### src/uart_defines.svh
// ~~~~~~~~~~~~~~~~~~~~~~~~~~~~~~~~~~~~~~~~~~~~~~~~~
// sim timing only: CLK_FREQ must be an exact multiple of BAUD_RATE
// FIFO count width follows UART_FIFO_DEPTH, so no FIFO may be deeper
// ~~~~~~~~~~~~~~~~~~~~~~~~~~~~~~~~~~~~~~~~~~~~~~~~~
`ifndef UART_DEFINES_SVH
`define UART_DEFINES_SVH

`default_nettype none

// system clock in Hz
`define UART_CLK_FREQ      8_000_000

// serial line rate, bits per second
`define UART_BAUD_RATE     1_000_000

// clocks per serial bit, 8 for the values above
`define UART_CLKS_PER_BIT  (`UART_CLK_FREQ / `UART_BAUD_RATE)

// transmit buffer entries
`define UART_FIFO_DEPTH    8

`default_nettype wire

`endif

### src/uart_pkg.sv
// ~~~~~~~~~~~~~~~~~~~~~~~~~~~~~~~~~~~~~~~~~~~~~~~~~
// widths follow uart_defines.svh, so retune there only
// ~~~~~~~~~~~~~~~~~~~~~~~~~~~~~~~~~~~~~~~~~~~~~~~~~
`default_nettype none

`include "uart_defines.svh"

package uart_pkg;

    typedef logic [7:0] byte_t;                                         // serial payload
    typedef logic [$clog2(`UART_CLKS_PER_BIT)-1:0] baud_cnt_t;          // counts down a bit time
    typedef logic [$clog2(`UART_FIFO_DEPTH+1)-1:0] fifo_cnt_t;          // 0..depth inclusive

    // received byte plus its stop-bit verdict
    typedef struct packed {
        byte_t data;                                                    // LSB first on the line
        logic  frame_err;                                               // stop sample was 0
    } rx_byte_t;

    typedef enum logic [1:0] {
        TX_IDLE, TX_START, TX_DATA, TX_STOP
    } tx_state_e;

    typedef enum logic [1:0] {
        RX_IDLE, RX_START, RX_DATA, RX_STOP
    } rx_state_e;

    typedef enum logic [1:0] {
        HS_WAIT_REQ, HS_PUSH, HS_WAIT_DROP
    } hs_state_e;

endpackage

`default_nettype wire

### src/serial_rx.sv
// ~~~~~~~~~~~~~~~~~~~~~~~~~~~~~~~~~~~~~~~~~~~~~~~~~
// no rx buffer: o_rx is valid only in the o_rx_valid cycle
// a new frame needs a falling edge, so a stuck-low line is ignored
// ~~~~~~~~~~~~~~~~~~~~~~~~~~~~~~~~~~~~~~~~~~~~~~~~~
`timescale 1ns/1ps
`default_nettype none

`include "uart_defines.svh"

module serial_rx (
    input  wire                  i_clk,
    input  wire                  i_rst,
    input  wire                  i_rx,          // async serial line
    output logic                 o_rx_valid,    // one-cycle strobe
    output uart_pkg::rx_byte_t   o_rx           // byte and framing flag
);
    import uart_pkg::*;

    localparam baud_cnt_t BIT_LAST  = baud_cnt_t'(`UART_CLKS_PER_BIT - 1);
    localparam baud_cnt_t HALF_LAST = baud_cnt_t'(`UART_CLKS_PER_BIT / 2 - 1);

    rx_state_e  state;
    baud_cnt_t  baud_cnt;                       // clocks to next sample
    logic [2:0] bit_idx;
    byte_t      data_sr;                        // fills from the top, LSB first
    logic       rx_meta;                        // first sync stage
    logic       rx_sync;                        // safe to use
    logic       rx_prev;                        // for edge detect
    logic       sample;

    always_ff @(posedge i_clk) begin
        if (i_rst) begin
            rx_meta <= 1'b1;                    // idle line level
            rx_sync <= 1'b1;
            rx_prev <= 1'b1;
        end else begin
            rx_meta <= i_rx;
            rx_sync <= rx_meta;
            rx_prev <= rx_sync;
        end
    end

    assign sample = (baud_cnt == '0);           // mid-bit point

    always_ff @(posedge i_clk) begin
        if (i_rst) begin
            state      <= RX_IDLE;
            baud_cnt   <= '0;
            bit_idx    <= '0;
            o_rx_valid <= 1'b0;
        end else begin
            o_rx_valid <= 1'b0;                 // strobe, one cycle
            case (state)
                RX_IDLE: begin
                    if (rx_prev && !rx_sync) begin
                        state    <= RX_START;   // falling edge, maybe start
                        baud_cnt <= HALF_LAST;
                    end
                end
                RX_START: begin
                    baud_cnt <= sample ? BIT_LAST : baud_cnt - 1'b1;
                    if (sample) begin
                        bit_idx <= '0;
                        state   <= rx_sync ? RX_IDLE : RX_DATA;   // high again is a glitch
                    end
                end
                RX_DATA: begin
                    baud_cnt <= sample ? BIT_LAST : baud_cnt - 1'b1;
                    if (sample) begin
                        bit_idx <= bit_idx + 1'b1;
                        if (bit_idx == 3'd7) begin
                            state <= RX_STOP;
                        end
                    end
                end
                RX_STOP: begin
                    baud_cnt <= baud_cnt - 1'b1;
                    if (sample) begin
                        o_rx_valid <= 1'b1;
                        state      <= RX_IDLE;  // rearm on next falling edge
                    end
                end
                default: state <= RX_IDLE;
            endcase
        end
    end

    // payload path, no reset
    always_ff @(posedge i_clk) begin
        if (state == RX_DATA && sample) begin
            data_sr <= {rx_sync, data_sr[7:1]};
        end
        if (state == RX_STOP && sample) begin
            o_rx.data      <= data_sr;
            o_rx.frame_err <= !rx_sync;         // stop bit must read 1
        end
    end

endmodule

`default_nettype wire

### src/serial_tx.sv
// ~~~~~~~~~~~~~~~~~~~~~~~~~~~~~~~~~~~~~~~~~~~~~~~~~
// 8N1 only with one idle cycle between back-to-back frames
// ~~~~~~~~~~~~~~~~~~~~~~~~~~~~~~~~~~~~~~~~~~~~~~~~~
`timescale 1ns/1ps
`default_nettype none

`include "uart_defines.svh"

module serial_tx (
    input  wire                  i_clk,
    input  wire                  i_rst,
    input  wire                  i_empty,       // fifo has nothing
    input  wire uart_pkg::byte_t i_head,        // show-ahead fifo head
    output logic                 o_pop,         // take head this cycle
    output logic                 o_busy,        // pop through end of stop bit
    output logic                 o_tx           // serial line that idles high
);
    import uart_pkg::*;

    localparam baud_cnt_t BIT_LAST = baud_cnt_t'(`UART_CLKS_PER_BIT - 1);

    tx_state_e  state;
    baud_cnt_t  baud_cnt;                       // clocks left in this bit
    logic [2:0] bit_idx;                        // data bit on the line
    logic [8:0] shift_sr;                       // bit 0 drives the line
    logic       baud_stb;

    assign baud_stb = (baud_cnt == '0);         // last clock of a bit
    assign o_pop    = (state == TX_IDLE) && !i_empty;

    always_ff @(posedge i_clk) begin
        if (i_rst) begin
            state    <= TX_IDLE;
            baud_cnt <= '0;
            bit_idx  <= '0;
            shift_sr <= '1;                     // line high
        end else if (o_pop) begin
            state    <= TX_START;
            baud_cnt <= BIT_LAST;
            bit_idx  <= '0;
            shift_sr <= {i_head, 1'b0};         // byte behind the start bit
        end else if (state != TX_IDLE) begin
            baud_cnt <= baud_stb ? BIT_LAST : baud_cnt - 1'b1;
            if (baud_stb) begin
                shift_sr <= {1'b1, shift_sr[8:1]};  // ones shift in to form the stop bit
                case (state)
                    TX_START: state <= TX_DATA;
                    TX_DATA: begin
                        bit_idx <= bit_idx + 1'b1;
                        if (bit_idx == 3'd7) begin
                            state <= TX_STOP;
                        end
                    end
                    TX_STOP: state <= TX_IDLE;  // frame done
                    default: state <= TX_IDLE;
                endcase
            end
        end
    end

    assign o_tx   = shift_sr[0];
    assign o_busy = o_pop || (state != TX_IDLE);

    // the line rests high whenever no frame is in flight
    a_idle_line_high: assert property (@(posedge i_clk) disable iff (i_rst)
        !o_busy |-> o_tx);

endmodule

`default_nettype wire

### src/uart_byte_fifo.sv
// ~~~~~~~~~~~~~~~~~~~~~~~~~~~~~~~~~~~~~~~~~~~~~~~~~
// show-ahead head, DEPTH no larger than UART_FIFO_DEPTH
// ~~~~~~~~~~~~~~~~~~~~~~~~~~~~~~~~~~~~~~~~~~~~~~~~~
`timescale 1ns/1ps
`default_nettype none

`include "uart_defines.svh"

module uart_byte_fifo #(
    parameter int DEPTH = `UART_FIFO_DEPTH
) (
    input  wire                  i_clk,
    input  wire                  i_rst,
    input  wire                  i_push,        // write strobe
    input  wire uart_pkg::byte_t i_push_data,
    input  wire                  i_pop,         // head consumed this cycle
    output uart_pkg::byte_t      o_head,        // valid whenever !o_empty
    output logic                 o_empty,
    output logic                 o_full
);
    import uart_pkg::*;

    localparam int AW = (DEPTH > 1) ? $clog2(DEPTH) : 1;    // pointer width
    localparam logic [AW-1:0] PTR_LAST = AW'(DEPTH - 1);

    byte_t         mem [DEPTH];                 // storage, not reset
    logic [AW-1:0] wr_ptr;
    logic [AW-1:0] rd_ptr;
    fifo_cnt_t     count;                       // occupancy
    logic          do_push;
    logic          do_pop;

    assign do_push = i_push && !o_full;         // guarded, see asserts
    assign do_pop  = i_pop && !o_empty;

    always_ff @(posedge i_clk) begin
        if (do_push) begin
            mem[wr_ptr] <= i_push_data;
        end
    end

    always_ff @(posedge i_clk) begin
        if (i_rst) begin
            wr_ptr <= '0;
            rd_ptr <= '0;
            count  <= '0;
        end else begin
            if (do_push) begin
                wr_ptr <= (wr_ptr == PTR_LAST) ? '0 : wr_ptr + 1'b1;   // wrap for any depth
            end
            if (do_pop) begin
                rd_ptr <= (rd_ptr == PTR_LAST) ? '0 : rd_ptr + 1'b1;
            end
            case ({do_push, do_pop})
                2'b10:   count <= count + 1'b1;
                2'b01:   count <= count - 1'b1;
                default: count <= count;        // both or neither
            endcase
        end
    end

    assign o_head  = mem[rd_ptr];               // show-ahead read
    assign o_empty = (count == '0);
    assign o_full  = (count == fifo_cnt_t'(DEPTH));

    a_no_pop_empty: assert property (@(posedge i_clk) disable iff (i_rst)
        i_pop |-> !o_empty);

    a_no_push_full: assert property (@(posedge i_clk) disable iff (i_rst)
        i_push |-> !o_full);

endmodule

`default_nettype wire

### src/uart_host_port.sv
// ~~~~~~~~~~~~~~~~~~~~~~~~~~~~~~~~~~~~~~~~~~~~~~~~~
// host must hold i_data steady until o_ack drops
// ~~~~~~~~~~~~~~~~~~~~~~~~~~~~~~~~~~~~~~~~~~~~~~~~~
`timescale 1ns/1ps
`default_nettype none

module uart_host_port (
    input  wire                 i_clk,
    input  wire                 i_rst,
    input  wire                 i_req,          // host request level
    input  wire uart_pkg::byte_t i_data,        // stable while i_req high
    output logic                o_ack,          // high from push until req drops
    input  wire                 i_full,         // fifo back-pressure
    output logic                o_push,         // one-cycle write strobe
    output uart_pkg::byte_t     o_push_data
);
    import uart_pkg::*;

    hs_state_e state;
    byte_t     data_q;                          // byte captured on req

    always_ff @(posedge i_clk) begin
        if (i_rst) begin
            state <= HS_WAIT_REQ;
        end else begin
            case (state)
                HS_WAIT_REQ: begin
                    if (i_req) begin
                        state <= HS_PUSH;       // push follows next cycle
                    end
                end
                HS_PUSH: begin
                    if (!i_full) begin
                        state <= HS_WAIT_DROP;  // push lands this cycle
                    end
                end
                HS_WAIT_DROP: begin
                    if (!i_req) begin
                        state <= HS_WAIT_REQ;   // ack falls next cycle
                    end
                end
                default: state <= HS_WAIT_REQ;
            endcase
        end
    end

    // takes i_data as the request is first seen
    always_ff @(posedge i_clk) begin
        if (state == HS_WAIT_REQ && i_req) begin
            data_q <= i_data;
        end
    end

    assign o_push      = (state == HS_PUSH) && !i_full;    // held off while full
    assign o_push_data = data_q;
    assign o_ack       = (state == HS_WAIT_DROP);

    // ack only answers a live request
    a_ack_needs_req: assert property (@(posedge i_clk) disable iff (i_rst)
        $rose(o_ack) |-> $past(i_req));

endmodule

`default_nettype wire

### src/uart_top.sv
// ~~~~~~~~~~~~~~~~~~~~~~~~~~~~~~~~~~~~~~~~~~~~~~~~~
// tx and rx are independent, loop o_tx to i_rx outside
// ~~~~~~~~~~~~~~~~~~~~~~~~~~~~~~~~~~~~~~~~~~~~~~~~~
`timescale 1ns/1ps
`default_nettype none

`include "uart_defines.svh"

module uart_top (
    input  wire                  i_clk,
    input  wire                  i_rst,
    input  wire                  i_req,         // host handshake
    input  wire uart_pkg::byte_t i_data,
    output logic                 o_ack,
    output logic                 o_tx,          // serial out
    output logic                 o_tx_busy,
    input  wire                  i_rx,          // serial in
    output logic                 o_rx_valid,
    output uart_pkg::rx_byte_t   o_rx
);
    import uart_pkg::*;

    logic  fifo_push;                           // host port to fifo
    byte_t fifo_push_data;
    logic  fifo_full;
    logic  fifo_pop;                            // fifo to transmitter
    byte_t fifo_head;
    logic  fifo_empty;

    uart_host_port u_host_port (
        .i_clk       (i_clk),
        .i_rst       (i_rst),
        .i_req       (i_req),
        .i_data      (i_data),
        .o_ack       (o_ack),
        .i_full      (fifo_full),
        .o_push      (fifo_push),
        .o_push_data (fifo_push_data)
    );

    uart_byte_fifo #(
        .DEPTH (`UART_FIFO_DEPTH)
    ) u_fifo (
        .i_clk       (i_clk),
        .i_rst       (i_rst),
        .i_push      (fifo_push),
        .i_push_data (fifo_push_data),
        .i_pop       (fifo_pop),
        .o_head      (fifo_head),
        .o_empty     (fifo_empty),
        .o_full      (fifo_full)
    );

    serial_tx u_tx (
        .i_clk   (i_clk),
        .i_rst   (i_rst),
        .i_empty (fifo_empty),
        .i_head  (fifo_head),
        .o_pop   (fifo_pop),
        .o_busy  (o_tx_busy),
        .o_tx    (o_tx)
    );

    serial_rx u_rx (
        .i_clk      (i_clk),
        .i_rst      (i_rst),
        .i_rx       (i_rx),
        .o_rx_valid (o_rx_valid),
        .o_rx       (o_rx)
    );

endmodule

`default_nettype wire
### config.mk
export PLATFORM = sky130hd
export DESIGN_NAME = uart_top
export DESIGN_NICKNAME = d
export VERILOG_FILES = /design/src/uart_pkg.sv /design/src/serial_rx.sv /design/src/serial_tx.sv /design/src/uart_byte_fifo.sv /design/src/uart_host_port.sv /design/src/uart_top.sv
export VERILOG_INCLUDE_DIRS = /design/src
export SDC_FILE = /design/constraint.sdc
export NUM_CORES = 1
export LEC_CHECK = 0
export BUFFER_PORTS_ARGS = -buffer_cell sky130_fd_sc_hd__buf_4
export CAP_MARGIN = 20
export CELL_PAD_IN_SITES_DETAIL_PLACEMENT = 1
export CELL_PAD_IN_SITES_GLOBAL_PLACEMENT = 1
export CORE_ASPECT_RATIO = 1.2
export CORE_MARGIN = 2
export CORE_UTILIZATION = 40
export CTS_CLUSTER_SIZE = 30
export DETAILED_ROUTE_END_ITERATION = 8
export GPL_TIMING_DRIVEN = 0
export HOLD_SLACK_MARGIN = 0.08
export PLACE_DENSITY = 0.68
export SLEW_MARGIN = 25
export SYNTH_ARGS = -nofsm -noshare
export SYNTH_HDL_FRONTEND = slang
export SYNTH_SLANG_ARGS = --single-unit
export TNS_END_PERCENT = 10
### constraint.sdc
create_clock -name i_clk -period 3 [get_ports i_clk]
set_input_delay 0 -clock i_clk [delete_from_list [all_inputs] [get_ports i_clk]]
set_output_delay 0 -clock i_clk [all_outputs]
set_load 0.005 [all_outputs]
==> results of run 1 <==
[cell families (layout without fill, tap and decap cells)]
family	count (synthesis)	in the layout	synth area share, %
mux	23	23	8.524
simple gates	85	85	8.477
fa+ha+maj	22	22	5.180
buf+inv	31	103	2.778
flops	133	133	66.87
compound gates	58	58	7.511
xor+xnor	4	4	0.6592
[path summary, 6_finish.rpt]
kind,startpoint,to,slack (ns),cells past startpoint
setup / recovery,u_fifo.count[1],u_fifo.count[3],0.28,10
hold / removal,i_data[1],u_host_port.o_push_data[1],0.30,2
setup reg to reg,u_fifo.count[1],u_fifo.count[3],0.28,10
hold reg to reg,u_rx.rx_meta,u_rx.rx_sync,0.41,1
[routing by layer]
metal | GRT usage [%] | share of wire, % | vias to the layer above
met4 | 5.957 | 1.1 | 0
li1 | - | - | 1480
met5 | 0 | 0 | -
met3 | 5.744 | 3.1 | 12
met1 | 18.39 | 43 | 1551
met2 | 28.24 | 53 | 48
[final cells by class]
class	count	share of cell area (%)
Clock buffer	17	6.612
Buffer	15	1.361
Clock inverter	15	2.061
Inverter	16	0.9335
Tap cell	168	3.267
Sequential cell	133	55.23
Multi-Input combinational cell	192	25.48
Timing Repair Buffer	40	5.056
[cells in the final DEF, fill, tap and decap left out, types with 3 or more instances in the layout]
cell type	count
sky130_fd_sc_hd__dlygate4sd3_1	11
sky130_fd_sc_hd__o221a_2	4
sky130_fd_sc_hd__o22ai_1	7
sky130_fd_sc_hd__mux2i_1	7
sky130_fd_sc_hd__clkinvlp_4	4
sky130_fd_sc_hd__mux4_1	6
sky130_fd_sc_hd__nor3_1	6
sky130_fd_sc_hd__buf_2	5
sky130_fd_sc_hd__ha_1	22
sky130_fd_sc_hd__nand4_1	3
sky130_fd_sc_hd__xor2_1	4
sky130_fd_sc_hd__nor2b_1	10
sky130_fd_sc_hd__nor2_1	17
sky130_fd_sc_hd__a211oi_1	8
sky130_fd_sc_hd__inv_1	15
sky130_fd_sc_hd__a31oi_1	3
sky130_fd_sc_hd__clkinv_4	3
sky130_fd_sc_hd__clkbuf_1	7
sky130_fd_sc_hd__nand2_1	19
sky130_fd_sc_hd__clkbuf_16	17
sky130_fd_sc_hd__mux4_2	10
sky130_fd_sc_hd__dfxtp_1	44
sky130_fd_sc_hd__nor3_2	4
sky130_fd_sc_hd__buf_4	29
sky130_fd_sc_hd__o21ai_0	11
sky130_fd_sc_hd__nand2b_1	5
sky130_fd_sc_hd__buf_6	3
sky130_fd_sc_hd__edfxtp_1	89
sky130_fd_sc_hd__a21oi_1	16
[power by group through the flow]
stage | sequential, mW | clock, mW | combinational, mW
after floorplan | 2.25 | 0 | 0.800
after CTS | 2.26 | 1.98 | 1.08
final | 2.26 | 1.93 | 1.06
after global placement | 2.28 | 0 | 1.02
after global routing | 2.28 | 2.05 | 1.20
after detailed placement | 2.30 | 0 | 1.06
[registers in the layout, summed over array words and instances, names as in the netlist, named ones only]
name,count
u_fifo.count,4
u_fifo.mem,64
u_fifo.rd_ptr,3
u_fifo.wr_ptr,3
u_host_port.o_push_data,8
u_host_port.state,2
u_rx.baud_cnt,3
u_rx.bit_idx,3
u_rx.data_sr,8
u_rx.o_rx,9
u_rx.o_rx_valid,1
u_rx.rx_meta,1
u_rx.rx_prev,1
u_rx.rx_sync,1
u_rx.state,1
u_tx.baud_cnt,3
u_tx.bit_idx,3
u_tx.shift_sr,9
u_tx.state,2
==> flow_metrics.py, run 1 <==
metrics = {
    "global_route": {
        "grt_max_degree": 17,
        "grt_overflow": 0,
        "first_global_vias": 3215,
        "grtUsageTotal_pct": 16.25,
        "number_of_antenna_violations_at_the_first_check_in_global_routing": 0,
        "grt_first_pass_wirelength_um": 16640,
    },
    "clock_tree": {
        "insertion_delay_ns": 0.42,
        "cts_made_buffers": 17,
        "clock_sinks": 133,
        "clkTransAtPathRegs_ns": 0.06,
        "cts-root-buf": "sky130_fd_sc_hd__clkbuf_16",
        "post_cts.resized_instances": 0,
        "clock_path_buffers": 2,
        "postCtsSetupRepairBufs": 0,
        "cts.htree.levels": 4,
        "cts_hold_repair.buffers": 11,
        "cts_tree": "built",
    },
    "pwr": {
        "fin_total_pwr_mw": 5.249,
        "switchingPower_mw": 1.505,
        "clockPowerShare_pct": 36.8,
        "cellInternalPower_mw": 3.743,
        "pwr-share-seq_pct": 43.0,
        "p_sw_share_pct": 28.68,
        "peakVddDrop_mv": 0.4030,
        "combinationalPowerShare_pct": 20.1,
        "p_per_area_nw_per_um2": 815.8,
        "power.static_leakage_nw": 2.348,
    },
    "yosys": {
        "top_area_cells_in_the_synthesized_netlist": "sky130_fd_sc_hd__edfxtp_1 (50%), sky130_fd_sc_hd__dfxtp_1 (17%), sky130_fd_sc_hd__ha_1 (5.2%)",
        "synthesis.instances": 356,
        "postSynth.asyncResetShare_pct": 0,
        "yosysWarnings": 0,
        "netlist.area_leader.share_pct": 50.29,
        "synth.ff_latch_count": 133,
        "synth.lib_cells_used.distinct": 47,
        "ys_seq_area_share_pct": 66.87,
        "ys_top_cells_by_count": "sky130_fd_sc_hd__edfxtp_1 (89), sky130_fd_sc_hd__dfxtp_1 (44), sky130_fd_sc_hd__ha_1 (22)",
        "synth.cell_area_sq_um": 5314,
        "yosys.cell_count.top_type": "sky130_fd_sc_hd__edfxtp_1",
        "synth_top_cell_by_area": "sky130_fd_sc_hd__edfxtp_1",
        "syn_area_per_cell_sq_um": 14.93,
        "postSynth.topFlopCell": "sky130_fd_sc_hd__edfxtp_1",
        "synth_enable_flop_cells": 89,
        "synth_fp_nets": 390,
    },
    "cells_and_area": {
        "post_layout_nonfiller_instances": 596,
        "multi_input_area_sq_um": 1639,
        "filler_cell_count": 1286,
        "layout.area.seq_sq_um": 3553,
        "drive_above_1_share_pct": 21.73,
        "syn2layout_area_growth_pct": 21.07,
        "finish.utilization_pct": 49.03,
        "antennaDiodeCount": 0,
        "final_nets": 449,
        "postLayoutCellArea_sq_um": 6434,
    },
    "worst_setup_path": {
        "worst_path_max_delay_cell": "sky130_fd_sc_hd__nor4b_1",
        "worst-endpoint-required_ns": 3.36,
        "cp-start-kind": "flip-flop",
        "crit_path_end_kind": "flip-flop",
        "critical-path-top-delay-family": "simple AND/OR/NAND/NOR gates",
        "slowest_delay_ns": 0.52,
        "critical_path.max_fanout": 11,
        "cp_data_arrival_time_ns": 3.08,
        "path_class": "reg2reg",
        "cp_cell_sequence": "buf_2 > nor4b_1 > or3b_1 > buf_6 > ha_1 > clkbuf_1 > nor4bb_1 > o21ai_0 > a211o_1 > nand2_1",
        "crit_buf_inv": 3,
    },
    "placed_design": {
        "placed_cell_area_sq_um": 5766,
        "place.gp.congestion": 0.7227,
        "dpl_worst_slack_ns": 0.3131,
        "io_buffer_count": 24,
        "placed_cells_incl_taps": 553,
        "dp_hpwl_um": 7182,
    },
    "die": {
        "fp.dieH_um": 130.3,
        "floorplan.rows": 46,
        "die-area_sq_um": 14230,
        "coreArea_sq_um": 13120,
        "number_of_placed_i_o_pins": 25,
        "die_extent_in_x_um": 109.2,
        "start_util_pct": 40.49,
    },
    "run_status": {
        "outcome": "complete, no violations",
    },
    "sta": {
        "timing.setup.tns_ns": 0,
        "postLayoutSetupSlackWorst_ns": 0.2804,
        "final_max_slew_viol_count": 0,
        "fin_hold_ws_ns": 0.3022,
        "clock-skew-final_ns": 0.008204,
        "post-route-period-util_pct": 90.65,
        "period_minus_slack_ns": 2.720,
        "rsz0062_at_grt": "no",
        "tightest_slew_ns": 0.9623,
        "maxClockFrequency_ghz": 0.3677,
        "finalHoldViolations": 0,
        "setup_viol": 0,
        "max_slew_margin_pct": 35.61,
    },
    "route": {
        "total_routed_length_um": 10480,
        "avgRoutedWirePerCell_um": 17.59,
        "via_per_inst": 5.186,
        "vias": 3091,
        "drtPass1Iterations": 4,
        "drt_drc_violations_left": 0,
        "detailedRoute.firstIterationViolations": 104,
        "ant_nets": 0,
    },
    "min_path": {
        "hold_path_class": "in2reg",
    },
    "run": {
        "drv_cap": 0,
    },
}
(Power assumes the default switching activity.)
==> inputs of run 2 (changes only) <==
clock period = 2.69 ns   (was 3 ns; I/O delays follow)
==> flow_metrics.py, run 2 (same netlist as run 1, synthesis figures left out) <==
metrics = {
    "worst_setup_path": {
        "critical_path.max_fanout": 11,
        "r2r_cells": 10,
        "crit_path_end_kind": "flip-flop",
        "path_class": "reg2reg",
        "cp_data_arrival_time_ns": 2.87,
        "cp-start-kind": "flip-flop",
        "worst-endpoint-required_ns": 3.05,
        "worst_r2r_end": "u_fifo.count[3]",
        "crit-reg2reg-launch": "u_fifo.count[1]",
        "r2r_slack_ns": 0.19,
    },
    "clock_tree": {
        "clock_sinks": 133,
        "cts_tree": "built",
        "cts.htree.levels": 4,
        "clock_path_buffers": 2,
        "cts-root-buf": "sky130_fd_sc_hd__clkbuf_16",
        "clkTransAtPathRegs_ns": 0.06,
        "cts_made_buffers": 17,
        "insertion_delay_ns": 0.42,
    },
    "die": {
        "die_extent_in_x_um": 109.2,
        "start_util_pct": 40.49,
        "fp.dieH_um": 130.3,
        "die-area_sq_um": 14230,
        "coreArea_sq_um": 13120,
        "floorplan.rows": 46,
        "number_of_placed_i_o_pins": 25,
    },
    "route": {
        "detailedRoute.firstIterationViolations": 110,
        "drt_drc_violations_left": 0,
        "avgRoutedWirePerCell_um": 17.58,
        "ant_nets": 0,
        "vias": 3087,
        "via_per_inst": 5.180,
        "drtPass1Iterations": 4,
        "total_routed_length_um": 10480,
    },
    "sta": {
        "tightest_slew_ns": 0.9678,
        "timing.setup.tns_ns": 0,
        "period_minus_slack_ns": 2.505,
        "rsz0062_at_grt": "no",
        "setup_viol": 0,
        "maxClockFrequency_ghz": 0.3993,
        "finalHoldViolations": 0,
        "clock-skew-final_ns": 0.007997,
        "final_max_slew_viol_count": 0,
        "post-route-period-util_pct": 93.11,
        "max_slew_margin_pct": 35.24,
    },
    "cells_and_area": {
        "multi_input_area_sq_um": 1663,
        "most_common_cell_after_layout_fill_and_taps_aside": "sky130_fd_sc_hd__edfxtp_1",
        "layout.cells.most_common_list": "sky130_fd_sc_hd__edfxtp_1 (89), sky130_fd_sc_hd__dfxtp_1 (42), sky130_fd_sc_hd__buf_4 (30)",
        "final_nets": 449,
        "antennaDiodeCount": 0,
        "drive_above_1_share_pct": 22.90,
        "largest_reg_flops": 64,
        "postLayoutCellArea_sq_um": 6462,
        "regMostFlops": "u_fifo.mem",
        "syn2layout_area_growth_pct": 21.62,
        "biggestRegsByFlops": "u_fifo.mem (64), u_rx.o_rx (9), u_tx.shift_sr (9)",
        "layout.area.seq_sq_um": 3556,
        "filler_cell_count": 1287,
    },
    "placed_design": {
        "placed_cell_area_sq_um": 5766,
        "io_buffer_count": 24,
        "place.gp.congestion": 0.7227,
        "dp_hpwl_um": 7182,
    },
    "min_path": {
        "hold_path_end": "u_host_port.o_push_data[1]",
        "hold-path-cell-count": 2,
        "hold_path_class": "in2reg",
        "worst_hold_startpoint": "i_data[1]",
    },
    "global_route": {
        "first_global_vias": 3212,
        "grtUsageTotal_pct": 16.25,
        "number_of_antenna_violations_at_the_first_check_in_global_routing": 0,
        "grt_overflow": 0,
        "grt_max_degree": 17,
        "grt_first_pass_wirelength_um": 16640,
    },
    "pwr": {
        "peakVddDrop_mv": 0.4479,
        "p_per_area_nw_per_um2": 909.7,
        "power.static_leakage_nw": 2.352,
    },
    "run_status": {
        "outcome": "complete, no violations",
    },
    "run": {
        "drv_cap": 0,
    },
}
==> run 2: cell counts in the layout (fill, tap and decap cells not counted) <==
No cell type changed its count.
==> run 2: worst max-delay path, cell delays in order (launching register included) <==
cell and delay (ns):
sky130_fd_sc_hd__dfxtp_1 0.31, sky130_fd_sc_hd__buf_4 0.18, sky130_fd_sc_hd__nor4b_4 0.08, sky130_fd_sc_hd__or3b_1 0.38
sky130_fd_sc_hd__buf_6 0.17, sky130_fd_sc_hd__ha_1 0.29, sky130_fd_sc_hd__clkbuf_1 0.19, sky130_fd_sc_hd__nor4bb_1 0.34
sky130_fd_sc_hd__o21ai_0 0.17, sky130_fd_sc_hd__a211o_1 0.28, sky130_fd_sc_hd__nand2_1 0.06
==> run 2: how the worst max path moves through the flow <==
stage / startpoint / to / slack (ns)
6_report: u_fifo.count[1] / u_fifo.count[3] / 0.19
5_1_grt: u_fifo.count[3] / u_fifo.count[2] / 0.01
4_1_cts: u_fifo.count[0] / u_fifo.mem[3][3] / 0.08
3_5_place_dp: u_fifo.count[1] / u_fifo.count[3] / 0.003
3_3_place_gp: u_fifo.count[0] / u_fifo.mem[0][2] / -0.61
2_1_floorplan: u_fifo.count[1] / u_fifo.count[2] / 0.35
==> run 2: per-stage QoR <==
| step | hold slack (ns) | power, mW | setup WS (ns) | util [%] | instances |
|---|---|---|---|---|---|
| 3_5_place_dp | 0.1793 | 3.744 | 0.003090 | 43.94 | 553 |
| 4_1_cts | 0.2702 | 5.934 | 0.08331 | 49.08 | 596 |
| 2_1_floorplan | 0.09887 | 3.404 | 0.3517 | - | 356 |
| 5_1_grt | 0.2857 | 6.202 | 0.01260 | 49.25 | 596 |
| 3_3_place_gp | 0.1786 | 3.683 | -0.6066 | 43.47 | 548 |
| 6_report | 0.3033 | 5.879 | 0.1853 | 49.25 | 596 |
==> run 2: final cells by class <==
type / count / share of cell area [%]
flip-flops and latches: 133 / 55.02
multi-input cells: 192 / 25.73
clock buffers: 17 / 6.583
repair buffers: 40 / 5.034
well taps: 168 / 3.253
clock inverters: 15 / 2.052
plain buffers: 15 / 1.394
inverters: 16 / 0.9293
==> run 2: repair_timing <==
item                       4_1_cts  5_1_grt
hold endpoints to repair        17        0
pin swaps                        0        1
buffers inserted                 0        0
hold buffers                    11        0
resized for setup                1        7
setup endpoints to repair        2       10
==> run 2: per-layer routing <==
layer	global-route usage, %	wire length, um
met1	18.39	4476
met2	28.24	5570
met3	5.744	316
met4	5.957	114
met5	0	0
==> run 2: power breakdown <==
part | internal (mW) | switching [mW]
Clock | 1.27 | 0.881
Sequential | 2.37 | 0.152
Combinational | 0.548 | 0.653
==> inputs of run 3 (changes only) <==
PLACE_DENSITY = 0.75   (was 0.68)
==> flow_metrics.py, run 3 (same netlist as run 1, synthesis figures left out) <==
metrics = {
    "sta": {
        "post-route-period-util_pct": 92.90,
        "final_max_slew_viol_count": 0,
        "maxClockFrequency_ghz": 0.4002,
        "period_minus_slack_ns": 2.499,
        "setup_viol": 0,
        "finalHoldViolations": 0,
        "postLayoutSetupSlackWorst_ns": 0.1910,
        "rsz0062_at_grt": "no",
        "tightest_slew_ns": 0.9264,
        "timing.setup.tns_ns": 0,
        "max_slew_margin_pct": 38.01,
        "clock-skew-final_ns": 0.007344,
        "fin_hold_ws_ns": 0.2904,
    },
    "worst_setup_path": {
        "worst_r2r_end": "u_fifo.count[3]",
        "critical-path-top-delay-family": "simple AND/OR/NAND/NOR gates",
        "slowest_delay_ns": 0.39,
        "crit_buf_inv": 3,
        "r2r_slack_ns": 0.19,
        "r2r_cells": 10,
        "crit-reg2reg-launch": "u_fifo.count[1]",
        "cp_cell_sequence": "clkbuf_4 > nor4b_2 > or3b_1 > buf_6 > ha_1 > clkbuf_1 > nor4bb_1 > o21ai_0 > a211o_1 > nand2_1",
        "worst-endpoint-required_ns": 3.05,
        "worst_path_max_delay_cell": "sky130_fd_sc_hd__or3b_1",
        "cp_data_arrival_time_ns": 2.86,
        "critical_path.max_fanout": 11,
        "path_class": "reg2reg",
        "cp-start-kind": "flip-flop",
        "crit_path_end_kind": "flip-flop",
    },
    "route": {
        "avgRoutedWirePerCell_um": 17.65,
        "detailedRoute.firstIterationViolations": 144,
        "drtPass1Iterations": 4,
        "drt_drc_violations_left": 0,
        "total_routed_length_um": 10470,
        "via_per_inst": 5.245,
        "ant_nets": 0,
        "vias": 3110,
    },
    "pwr": {
        "cellInternalPower_mw": 4.297,
        "p_sw_share_pct": 28.03,
        "peakVddDrop_mv": 0.4708,
        "pwr-share-seq_pct": 42.3,
        "p_per_area_nw_per_um2": 925.9,
        "power.static_leakage_nw": 2.342,
        "switchingPower_mw": 1.673,
        "fin_total_pwr_mw": 5.970,
        "combinationalPowerShare_pct": 20.3,
        "clockPowerShare_pct": 37.4,
    },
    "clock_tree": {
        "clock_sinks": 133,
        "cts_made_buffers": 17,
        "clock_path_buffers": 2,
        "clkTransAtPathRegs_ns": 0.06,
        "cts.htree.levels": 4,
        "cts-root-buf": "sky130_fd_sc_hd__clkbuf_16",
        "insertion_delay_ns": 0.42,
        "cts_tree": "built",
        "postCtsSetupRepairBufs": 0,
    },
    "placed_design": {
        "place.gp.congestion": 0.7201,
        "io_buffer_count": 24,
        "dpl_worst_slack_ns": 0.06833,
        "placed_cells_incl_taps": 550,
        "dp_hpwl_um": 6991,
    },
    "run": {
        "drv_cap": 0,
    },
    "die": {
        "floorplan.rows": 46,
        "die_extent_in_x_um": 109.2,
        "die-area_sq_um": 14230,
        "fp.dieH_um": 130.3,
        "number_of_placed_i_o_pins": 25,
        "start_util_pct": 40.49,
        "coreArea_sq_um": 13120,
    },
    "cells_and_area": {
        "layout.area.seq_sq_um": 3556,
        "layout.cells.most_common_list": "sky130_fd_sc_hd__edfxtp_1 (89), sky130_fd_sc_hd__dfxtp_1 (42), sky130_fd_sc_hd__buf_4 (26)",
        "largest_reg_flops": 64,
        "final_nets": 446,
        "filler_cell_count": 1325,
        "antennaDiodeCount": 0,
        "multi_input_area_sq_um": 1650,
        "biggestRegsByFlops": "u_fifo.mem (64), u_rx.o_rx (9), u_tx.shift_sr (9)",
        "post_layout_nonfiller_instances": 593,
        "drive_above_1_share_pct": 22.12,
        "most_common_cell_after_layout_fill_and_taps_aside": "sky130_fd_sc_hd__edfxtp_1",
        "syn2layout_area_growth_pct": 21.33,
        "regMostFlops": "u_fifo.mem",
    },
    "min_path": {
        "hold-path-cell-count": 2,
        "hold_path_end": "u_host_port.o_push_data[3]",
        "worst_hold_startpoint": "i_data[3]",
        "hold_path_class": "in2reg",
    },
    "run_status": {
        "outcome": "complete, no violations",
    },
    "global_route": {
        "number_of_antenna_violations_at_the_first_check_in_global_routing": 0,
        "grtUsageTotal_pct": 16.12,
        "first_global_vias": 3277,
        "grt_max_degree": 17,
        "grt_overflow": 0,
        "grt_first_pass_wirelength_um": 16700,
    },
}
==> run 3: worst max path at each step <==
stage | startpoint | endpoint | slack (ns) | cells past startpoint
3_5_place_dp | u_fifo.count[1] | u_fifo.count[2] | 0.07 | 11
4_1_cts | u_fifo.count[1] | u_fifo.count[2] | 0.04 | 11
2_1_floorplan | u_fifo.count[1] | u_fifo.count[2] | 0.35 | 11
6_report | u_fifo.count[1] | u_fifo.count[3] | 0.19 | 10
5_1_grt | u_fifo.count[1] | u_fifo.count[3] | 0.02 | 10
3_3_place_gp | u_fifo.count[0] | u_fifo.mem[0][3] | -0.52 | 4
==> run 3: cell type report <==
type	instances	share of cell area, %
plain buffers	15	1.397
clock buffers	20	6.928
clock inverters	12	2.038
inverters	16	0.9315
multi-input cells	192	25.60
flip-flops and latches	133	55.15
well taps	168	3.260
repair buffers	37	4.696
==> run 3: repair_timing <==
action | in CTS | in global routing
gates resized for setup | 0 | 6
setup endpoints to repair | 0 | 10
hold buffers | 11 | 0
hold endpoints to repair | 16 | 0
==> run 3: through the flow <==
step           utilization [%]  instance area [sq um]
2_1_floorplan                -                   5314
3_3_place_gp             43.47                   5704
3_5_place_dp             43.76                   5743
4_1_cts                  49.01                   6431
5_1_grt                  49.13                   6447
6_report                 49.13                   6447
==> run 3: layer usage <==
| metal | track usage (%) | part of all wire [%] |
|---|---|---|
| met1 | 17.93 | 42 |
| met2 | 28.13 | 52 |
| met3 | 4.995 | 3.1 |
| met4 | 7.446 | 2.6 |
| met5 | 0 | 0 |
==> run 3: power groups by stage <==
stage	logic [mW]	registers, mW	clock network, mW
3_3_place_gp	1.13	2.55	0
5_1_grt	1.37	2.55	2.35
3_5_place_dp	1.19	2.56	0
6_report	1.21	2.53	2.23
4_1_cts	1.22	2.52	2.27
2_1_floorplan	0.892	2.51	0
